===== config.mk =====
export PLATFORM = sky130hd
export DESIGN_NAME = iwm_top
export DESIGN_NICKNAME = d
export VERILOG_FILES = /design/src/rtl/drive_pkg.sv /design/src/rtl/iwm_pkg.sv /design/src/rtl/iwm_top.sv /design/src/rtl/iwm_status.sv /design/src/rtl/motor_inertia.sv /design/src/rtl/iwm_soft_switches.sv
export SDC_FILE = /design/constraint.sdc
export NUM_CORES = 1
export LEC_CHECK = 0
export ABC_AREA = 0
export BUFFER_PORTS_ARGS = -buffer_cell sky130_fd_sc_hd__buf_2
export CAP_MARGIN = 30
export CORE_ASPECT_RATIO = 0.75
export CORE_MARGIN = 8
export CORE_UTILIZATION = 50
export CTS_CLUSTER_SIZE = 10
export DETAILED_ROUTE_END_ITERATION = 7
export PLACE_DENSITY = 0.79
export SYNTH_ARGS = -nofsm -noshare
export SYNTH_HDL_FRONTEND = slang
export SYNTH_SLANG_ARGS = --single-unit

===== constraint.sdc =====
create_clock -name CLK_14M -period 4.31 [get_ports CLK_14M]
set_clock_uncertainty 0.2 [all_clocks]
set_input_delay 0.2155 -clock CLK_14M [delete_from_list [all_inputs] [get_ports CLK_14M]]
set_output_delay 0.2155 -clock CLK_14M [all_outputs]
set_load 0.05 [all_outputs]

===== src/rtl/drive_pkg.sv =====
// Drive side constants for the ready bits, the 3.5-inch status lines and the spin timing
package drive_pkg;

    // =========================================================================
    // DISK_READY bit positions
    // =========================================================================

    // One ready bit per drive slot as reported by the storage block
    localparam int READY_525_D1 = 0;
    localparam int READY_525_D2 = 1;
    localparam int READY_35_D1  = 2;
    localparam int READY_35_D2  = 3;

    // =========================================================================
    // 3.5-inch status lines
    // =========================================================================

    // The Sony drive multiplexes its status onto the sense line
    // The index is the head select bit on top of the three latched phase bits
    // Low means a disk sits in the drive
    localparam logic [3:0] SENSE_IDX_DISK_IN = 4'd2;

    // Low means the spindle is turning
    localparam logic [3:0] SENSE_IDX_MOTOR   = 4'd4;

    // Low means the disk is write protected
    localparam logic [3:0] SENSE_IDX_WP      = 4'd6;

    // =========================================================================
    // 5.25-inch spindle timing
    // =========================================================================

    // Width of the shared spin-up and spin-down counter
    localparam int SPIN_CNT_W = 24;

    // About 300 ms of spin-up at 14 MHz
    localparam logic [SPIN_CNT_W-1:0] SPINUP_DEFAULT   = 24'd4200000;

    // About one second of coasting after the motor is switched off
    localparam logic [SPIN_CNT_W-1:0] SPINDOWN_DEFAULT = 24'd14000000;

endpackage


===== src/rtl/iwm_pkg.sv =====
// IWM register map constants for the soft switch selectors, the mode register and the status byte
package iwm_pkg;

    // =========================================================================
    // Soft switch selectors
    // =========================================================================

    // Address bits 3..1 pick one of the eight touch switches
    // Address bit 0 carries the level that the selected switch takes
    localparam logic [2:0] SW_PHASE0    = 3'd0;
    localparam logic [2:0] SW_PHASE1    = 3'd1;
    localparam logic [2:0] SW_PHASE2    = 3'd2;
    localparam logic [2:0] SW_PHASE3    = 3'd3;

    // Spindle motor enable at $C0E8/$C0E9
    localparam logic [2:0] SW_MOTOR     = 3'd4;

    // Drive 1 or drive 2 at $C0EA/$C0EB
    localparam logic [2:0] SW_DRIVE_SEL = 3'd5;

    // Q6 and Q7 together pick which internal register a read returns
    localparam logic [2:0] SW_Q6        = 3'd6;
    localparam logic [2:0] SW_Q7        = 3'd7;

    // =========================================================================
    // Mode register
    // =========================================================================

    // The chip keeps only the low five data bits of a mode write
    localparam int MODE_BITS = 5;

    // Seen from the bus the mode is a whole byte with its upper bits at zero
    localparam int MODE_W = 8;

    // =========================================================================
    // Status byte
    // =========================================================================

    // Sense line from the selected drive
    localparam int STAT_SENSE_BIT = 7;

    // Motor enable as the CPU sees it during the current access
    localparam int STAT_MOTOR_BIT = 5;

    // Data and handshake registers are not modeled, so they float to all ones
    localparam logic [7:0] READ_IDLE = 8'hFF;

endpackage

===== src/rtl/iwm_top.sv =====
// IWM floppy controller top level joining the soft switches, the spindle timer and the status path
`timescale 1ns/1ps

module iwm_top #(
    parameter logic [drive_pkg::SPIN_CNT_W-1:0] SPINUP_CYCLES   = drive_pkg::SPINUP_DEFAULT,
    parameter logic [drive_pkg::SPIN_CNT_W-1:0] SPINDOWN_CYCLES = drive_pkg::SPINDOWN_DEFAULT
) (
    input  logic        CLK_14M,
    input  logic        RESET,
    input  logic        PH2,
    input  logic        DEVICE_SELECT,
    input  logic        WR_CYCLE,
    input  logic [15:0] A,
    input  logic [7:0]  D_IN,
    input  logic [3:0]  DISK_READY,
    input  logic [7:0]  DISK35,
    input  logic        WRITE_PROTECT,
    output logic [7:0]  D_OUT,
    output logic        FLOPPY_MOTOR_ON
);

    logic                          motor_on;
    logic                          motor_now;
    logic                          drive_sel;
    logic                          q6_now;
    logic                          q7_now;
    logic [iwm_pkg::MODE_BITS-1:0] mode_now;
    logic [2:0]                    sense_idx_now;
    logic                          spin_525;

    // Only the low nibble of the address reaches the chip
    // The stepper phases would go to a head mechanism, which is not modeled
    iwm_soft_switches u_switches (
        .CLK_14M       (CLK_14M),
        .RESET         (RESET),
        .PH2           (PH2),
        .DEVICE_SELECT (DEVICE_SELECT),
        .WR_CYCLE      (WR_CYCLE),
        .a_low         (A[3:0]),
        .d_in          (D_IN[iwm_pkg::MODE_BITS-1:0]),
        .phases        (),
        .motor_on      (motor_on),
        .motor_now     (motor_now),
        .drive_sel     (drive_sel),
        .q6_now        (q6_now),
        .q7_now        (q7_now),
        .mode_now      (mode_now),
        .sense_idx_now (sense_idx_now)
    );

    // Drive type comes straight from the 3.5-inch select bit
    motor_inertia #(
        .SPINUP_CYCLES   (SPINUP_CYCLES),
        .SPINDOWN_CYCLES (SPINDOWN_CYCLES)
    ) u_inertia (
        .CLK_14M  (CLK_14M),
        .RESET    (RESET),
        .motor_on (motor_on),
        .is_35    (DISK35[6]),
        .spin_525 (spin_525)
    );

    iwm_status u_status (
        .motor_now       (motor_now),
        .drive_sel       (drive_sel),
        .q6_now          (q6_now),
        .q7_now          (q7_now),
        .mode_now        (mode_now),
        .sense_idx_now   (sense_idx_now),
        .disk35          (DISK35[7:6]),
        .disk_ready      (DISK_READY),
        .write_protect   (WRITE_PROTECT),
        .spin_525        (spin_525),
        .d_out           (D_OUT),
        .floppy_motor_on (FLOPPY_MOTOR_ON)
    );

endmodule


===== src/rtl/iwm_status.sv =====
// IWM status path that picks the sense line for the selected drive and builds the read byte
`timescale 1ns/1ps

module iwm_status (
    input  logic                          motor_now,
    input  logic                          drive_sel,
    input  logic                          q6_now,
    input  logic                          q7_now,
    input  logic [iwm_pkg::MODE_BITS-1:0] mode_now,
    input  logic [2:0]                    sense_idx_now,
    input  logic [7:6]                    disk35,
    input  logic [3:0]                    disk_ready,
    input  logic                          write_protect,
    input  logic                          spin_525,
    output logic [7:0]                    d_out,
    output logic                          floppy_motor_on
);

    // =========================================================================
    // Drive choice
    // =========================================================================

    logic                       is_35;
    logic                       head_sel;
    logic                       disk_present;
    logic [3:0]                 sense_idx;
    logic                       sense_35;
    logic                       sense_525;
    logic                       sense;
    logic [iwm_pkg::MODE_W-1:0] mode_bus;
    logic [7:0]                 status_byte;

    // Bit 6 of the disk register picks the 3.5-inch port and bit 7 its head line
    assign is_35    = disk35[6];
    assign head_sel = disk35[7];

    // Media presence of whichever drive the type and select bits point at
    always_comb begin
        if (is_35) begin
            disk_present = drive_sel ? disk_ready[drive_pkg::READY_35_D2]
                                     : disk_ready[drive_pkg::READY_35_D1];
        end else begin
            disk_present = drive_sel ? disk_ready[drive_pkg::READY_525_D2]
                                     : disk_ready[drive_pkg::READY_525_D1];
        end
    end

    // =========================================================================
    // Sense line
    // =========================================================================

    // Head select on top, latched phases below
    assign sense_idx = {head_sel, sense_idx_now};

    // Sony status lines are active low and unused indices float high
    always_comb begin
        case (sense_idx)
            drive_pkg::SENSE_IDX_DISK_IN: sense_35 = !disk_present;
            drive_pkg::SENSE_IDX_MOTOR:   sense_35 = !(motor_now && disk_present);
            drive_pkg::SENSE_IDX_WP:      sense_35 = !write_protect;
            default:                      sense_35 = 1'b1;
        endcase
    end

    // A 5.25-inch drive puts its write protect switch on the sense line
    // Drive 2 is never fitted and reads high
    assign sense_525 = drive_sel ? 1'b1 : write_protect;

    // With no drive enabled the sense input is pulled high
    assign sense = !motor_now ? 1'b1 : (is_35 ? sense_35 : sense_525);

    // =========================================================================
    // Read byte
    // =========================================================================

    // Mode in the low bits with the upper bits cleared
    assign mode_bus = {{(iwm_pkg::MODE_W - iwm_pkg::MODE_BITS){1'b0}}, mode_now};

    always_comb begin
        status_byte                          = mode_bus;
        status_byte[iwm_pkg::STAT_SENSE_BIT] = sense;
        status_byte[iwm_pkg::STAT_MOTOR_BIT] = motor_now;
    end

    // Q6 high with Q7 low selects the status register
    // Data, handshake and the write side all read as idle
    assign d_out = (q6_now && !q7_now) ? status_byte : iwm_pkg::READ_IDLE;

    // The 3.5-inch spindle follows the enable when a disk is in
    assign floppy_motor_on = spin_525 || (is_35 && motor_now && disk_present);

endmodule


===== src/rtl/motor_inertia.sv =====
// Spindle inertia timer that delays 5.25-inch spin-up and holds the motor through spin-down
`timescale 1ns/1ps

module motor_inertia #(
    parameter logic [drive_pkg::SPIN_CNT_W-1:0] SPINUP_CYCLES   = drive_pkg::SPINUP_DEFAULT,
    parameter logic [drive_pkg::SPIN_CNT_W-1:0] SPINDOWN_CYCLES = drive_pkg::SPINDOWN_DEFAULT
) (
    input  logic CLK_14M,
    input  logic RESET,
    input  logic motor_on,
    input  logic is_35,
    output logic spin_525
);

    // One counter serves both directions
    // It counts up toward spin-up while stopped and down toward stop while coasting
    logic [drive_pkg::SPIN_CNT_W-1:0] spin_cnt;

    always_ff @(posedge CLK_14M or posedge RESET) begin
        if (RESET) begin
            spin_525 <= 1'b0;
            spin_cnt <= '0;
        end else if (is_35) begin
            // The Sony drive spins itself up, so the 5.25-inch spindle stays idle
            spin_525 <= 1'b0;
            spin_cnt <= '0;
        end else if (motor_on) begin
            if (spin_525) begin
                // Up to speed, keep a full coast time ready for the next motor off
                spin_cnt <= SPINDOWN_CYCLES;
            end else if (spin_cnt >= SPINUP_CYCLES) begin
                spin_525 <= 1'b1;
                spin_cnt <= SPINDOWN_CYCLES;
            end else begin
                spin_cnt <= spin_cnt + 1'b1;
            end
        end else begin
            if (!spin_525) begin
                // Motor off before reaching speed, so spin-up restarts from zero
                spin_cnt <= '0;
            end else if (spin_cnt == '0) begin
                spin_525 <= 1'b0;
            end else begin
                spin_cnt <= spin_cnt - 1'b1;
            end
        end
    end

    // Spin-up only completes while the motor is enabled
    a_no_rise_when_off: assert property (@(posedge CLK_14M) disable iff (RESET)
        $rose(spin_525) |-> $past(motor_on));

endmodule


===== src/rtl/iwm_soft_switches.sv =====
// IWM soft switch block holding the touch switches, the mode register and the sense index
`timescale 1ns/1ps

module iwm_soft_switches (
    input  logic                          CLK_14M,
    input  logic                          RESET,
    input  logic                          PH2,
    input  logic                          DEVICE_SELECT,
    input  logic                          WR_CYCLE,
    input  logic [3:0]                    a_low,
    input  logic [iwm_pkg::MODE_BITS-1:0] d_in,
    output logic [3:0]                    phases,
    output logic                          motor_on,
    output logic                          motor_now,
    output logic                          drive_sel,
    output logic                          q6_now,
    output logic                          q7_now,
    output logic [iwm_pkg::MODE_BITS-1:0] mode_now,
    output logic [2:0]                    sense_idx_now
);

    // =========================================================================
    // Access decode
    // =========================================================================

    logic [2:0]                    sel;
    logic                          new_val;
    logic                          cpu_wr;
    logic                          access_seen;
    logic                          access_edge;
    logic [3:0]                    phase_hit;
    logic                          phase_access;
    logic [3:0]                    phases_now;
    logic                          q6;
    logic                          q7;
    logic                          mode_write;
    logic [iwm_pkg::MODE_BITS-1:0] mode_reg;
    logic [2:0]                    sense_idx;
    logic [7:0]                    sw_vec;

    // The address selects a switch and its low bit is the value it takes
    assign sel     = a_low[3:1];
    assign new_val = a_low[0];

    // WR_CYCLE low during a selected cycle marks a CPU write
    assign cpu_wr = DEVICE_SELECT && !WR_CYCLE;

    // Only the first clock of a PH2-high access moves a switch
    assign access_edge = DEVICE_SELECT && PH2 && !access_seen;

    // One flag per stepper phase hit by the current access
    assign phase_hit[0] = DEVICE_SELECT && (sel == iwm_pkg::SW_PHASE0);
    assign phase_hit[1] = DEVICE_SELECT && (sel == iwm_pkg::SW_PHASE1);
    assign phase_hit[2] = DEVICE_SELECT && (sel == iwm_pkg::SW_PHASE2);
    assign phase_hit[3] = DEVICE_SELECT && (sel == iwm_pkg::SW_PHASE3);
    assign phase_access = |phase_hit;

    // =========================================================================
    // Immediate views
    // =========================================================================

    // A switch under access already shows its new level in this cycle
    assign phases_now = (phases & ~phase_hit) | (phase_hit & {4{new_val}});
    assign motor_now  = (DEVICE_SELECT && sel == iwm_pkg::SW_MOTOR) ? new_val : motor_on;
    assign q6_now     = (DEVICE_SELECT && sel == iwm_pkg::SW_Q6) ? new_val : q6;
    assign q7_now     = (DEVICE_SELECT && sel == iwm_pkg::SW_Q7) ? new_val : q7;

    // Mode writes need the motor off and Q6, Q7 high as they stand after this access
    // The odd address is what makes Q7 high when the write lands on $C0EF
    assign mode_write = cpu_wr && !motor_on && q6_now && q7_now && new_val;

    // The status read that follows a mode write sees the new mode at once
    assign mode_now = mode_write ? d_in : mode_reg;

    // A phase access moves the sense index within the same cycle
    assign sense_idx_now = phase_access ? phases_now[2:0] : sense_idx;

    // =========================================================================
    // Switch registers
    // =========================================================================

    always_ff @(posedge CLK_14M or posedge RESET) begin
        if (RESET) begin
            phases      <= 4'b0000;
            motor_on    <= 1'b0;
            drive_sel   <= 1'b0;
            q6          <= 1'b0;
            q7          <= 1'b0;
            mode_reg    <= '0;
            sense_idx   <= 3'b000;
            access_seen <= 1'b0;
        end else begin
            // Rearm once PH2 or the select drops so the next bus cycle counts again
            if (!PH2 || !DEVICE_SELECT) begin
                access_seen <= 1'b0;
            end

            if (access_edge) begin
                access_seen <= 1'b1;

                // Reads and writes both touch the switch, as on the real chip
                // Every phase access latches the index, set or clear alike
                if (phase_access) begin
                    phases    <= phases_now;
                    sense_idx <= phases_now[2:0];
                end

                case (sel)
                    iwm_pkg::SW_MOTOR:     motor_on  <= new_val;
                    iwm_pkg::SW_DRIVE_SEL: drive_sel <= new_val;
                    iwm_pkg::SW_Q6:        q6        <= new_val;
                    iwm_pkg::SW_Q7:        q7        <= new_val;
                    default: ;
                endcase

                if (mode_write) begin
                    mode_reg <= d_in;
                end
            end
        end
    end

    // =========================================================================
    // Checks
    // =========================================================================

    assign sw_vec = {phases, motor_on, drive_sel, q6, q7};

    // Each access moves one switch, so two levels never change on one edge
    a_one_switch: assert property (@(posedge CLK_14M) disable iff (RESET)
        $onehot0(sw_vec ^ $past(sw_vec)));

    // A running spindle locks the mode register
    a_mode_locked: assert property (@(posedge CLK_14M) disable iff (RESET)
        $changed(mode_reg) |-> !$past(motor_on));

endmodule


==> results by group <==
Critical path
  – Worst setup path start: u_switches.motor_on
  – Flop-to-flop setup slack: 1.23 ns
  – CP endpoint: u_inertia.spin_cnt[19]
  – R2R depth: 5
  – Kind of critical path: reg -> reg
  – Worst-path fanout max: 26
  – CP required: 4.32 ns
  – CP Capture Type: flip-flop
  – Nature of the critical path startpoint: flip-flop
  – Arrival @ worst endpoint: 3.09 ns
  – R2R Path Start: u_switches.motor_on
  – Reg-to-reg endpoint: u_inertia.spin_cnt[19]

Min path
  – Worst hold path type: in -> reg

Synth
  – Post-synth EDFFs: 0
  – Synthesis-stage register bit count: 41
  – Most frequent cells after synthesis: dfrtp_1, a21oi_1, clkbuf_1
  – Gate count of the mapped netlist: 328
  – Top cells by area, synth: dfrtp_1, xnor2_1, mux2_2
  – Syn_nets: 372
  – Synth Flop Type: dfrtp_1
  – Share of the yosys chip area belonging to registers: 34.4%
  – Post-synth cell types: 66
  – Most common cell in the netlist: dfrtp_1
  – Ys async rst share: 100%
  – Post-Syn Area: 2980 sq um
  – Syn avg cell area: 9.09 sq um
  – Synthesis warning total: 0
  – Synth area leader: dfrtp_1
  – Post-synth top area share: 34.4%

Cells and area
  – Final #Nets: 393
  – Max FFs per register: 24
  – Synth-to-Final Area Change: 11.4%
  – Finished Layout Cells: 428
  – Util after Layout: 57.3%
  – # diodes: 0
  – Layout cells sized above 1: 22.0%
  – Design Area, Final: 3320 sq um
  – FILL cells: 503

Timing
  – Tcrit/Tclk final: 71.5%
  – Final hold vios: 0
  – Worst slew pin tran: 0.955 ns
  – Fin worst setup slack: 1.23 ns
  – Slew Limit Fails: 0
  – Final TNS setup: 0 ns
  – Final Critical Period: 3.08 ns
  – Hold Slack: 0.0632 ns
  – Setup-failing EPs final: 0
  – Max Clock Freq: 325 MHz
  – Slew margin rel.: 36.2%
  – RSZ-0062 raised after global routing: no

Clock tree
  – CTS tree: done
  – Clk sinks: 41
  – Clk root buf: clkbuf_8
  – CTS H-tree depth: 2
  – Clock transition at path regs: 0.08 ns
  – Post_cts resized: 0
  – Longest Clk Path Bufs: 2
  – Worst-skew pair later-pin latency: 0.29 ns
  – TritonCTS Buffers: 5

Floorplanning
  – Initial Util: 51.4%
  – Total Die Area: 8710 sq um
  – Die width: 105 um
  – # rows: 24
  – Die height: 82.9 um
  – Core ar.: 5800 sq um
  – Boundary Pins: 51

Global routing
  – Vias in the first global route: 2572
  – Total grt overflow: 0
  – Initial antenna violation count: 0
  – First-pass GRT wire length: 12700 um
  – Largest net degree at the start of global routing: 42
  – Tot GR Track Use: 17.3%

Placement
  – Detailed placer's ending HPWL: 5150 um
  – IO Port Bufs: 29
  – Placement Cell Area: 3120 sq um
  – RePlAce Congestion: 0.928
  – Placed cells: 411
  – Post-Place Worst Slack: 1.33 ns

Detailed routing
  – ANT nets after route: 0
  – Vias: 2736
  – Drt total wl: 7620 um
  – DR WL/cell: 17.8 um
  – Via density: 6.39
  – Initial DRC Count: 199
  – Residual DRC: 0
  – Initial DRT Pass Iterations: 5

Power
  – Peak supply drop: 0.323 mV
  – PD cells: 635 nW/um^2
  – PnR Total Power: 2.11 mW
  – Pleak: 1.30 nW

Status
  – Outcome: completed

Flow run
  – Max-cap violations: 0
## final cells by class
type	instances	area, sq um	share of cell area (%)
Clock inverter	1	30.0	0.904
Clock buffer	7	86.3	2.60
Multi-Input combinational cell	249	1780	53.7
Inverter	11	41.3	1.24
Sequential cell	41	1030	30.9
Tap cell	78	97.6	2.94
Timing Repair Buffer	41	255	7.69
## how the worst min path moves through the flow
stage	start	slack [ns]	endpoint	cells after the start
floorplan	DISK35[6]	0.08	u_inertia.spin_cnt[0]	1
global placement	RESET	0.18	u_inertia.spin_cnt[20]	3
detailed placement	RESET	0.18	u_inertia.spin_cnt[20]	3
CTS	DEVICE_SELECT	0.06	u_switches.access_seen	2
global route	DEVICE_SELECT	0.08	u_switches.access_seen	2
finish	DEVICE_SELECT	0.06	u_switches.access_seen	2
## metal layers
layer	wire, um	global-route usage [%]
met1	3660	24.3
met2	3410	25.8
met3	435	3.40
met4	114	5.81
met5	0	0
## cells in the final DEF, fill, tap and decap left out, types with 5 or more instances in the layout
cell type and count:
nand4_1 9, a221oi_1 9, nand3_1 12, mux2_2 9, nand2b_1 10, nor2_1 13, inv_1 10, mux2i_1 6
a211oi_1 8, nor3_1 13, nand2_1 13, dlygate4sd3_1 8, xnor2_1 12, o21ai_0 14, buf_2 29, and3_1 5
clkbuf_8 6, dfrtp_1 41, nor4_1 11, o21a_1 7, a21oi_1 18, and4_1 5
## cells by family (layout without fill, tap and decap cells)
kind of cell	count (synthesis)	after routing	share of synthesized area (%)
fa+ha+maj	2	2	0.839
flops	41	41	34.4
xor+xnor	16	16	4.70
buf+inv	38	60	5.71
mux	16	16	6.17
simple gates	130	130	27.2
compound gates	85	85	21.0
## worst max-delay path, cell delays in order, from the launching register on
cell	delay, ns
dfrtp_1	0.71
or3b_2	0.51
nor4_1	0.25
a21o_1	0.78
a21boi_0	0.27
a211oi_2	0.28
## power breakdown
part           total (mW)  internal (mW)  switching, mW
Combinational        1.14          0.459          0.684
Sequential          0.640          0.470          0.170
Clock               0.324          0.189          0.135
## repair_timing
action,4_1_cts,5_1_grt
hold endpoints to repair,49,0
hold buffers,8,0
buffers inserted,0,0
Note: power is estimated with default switching activity, not from simulation.
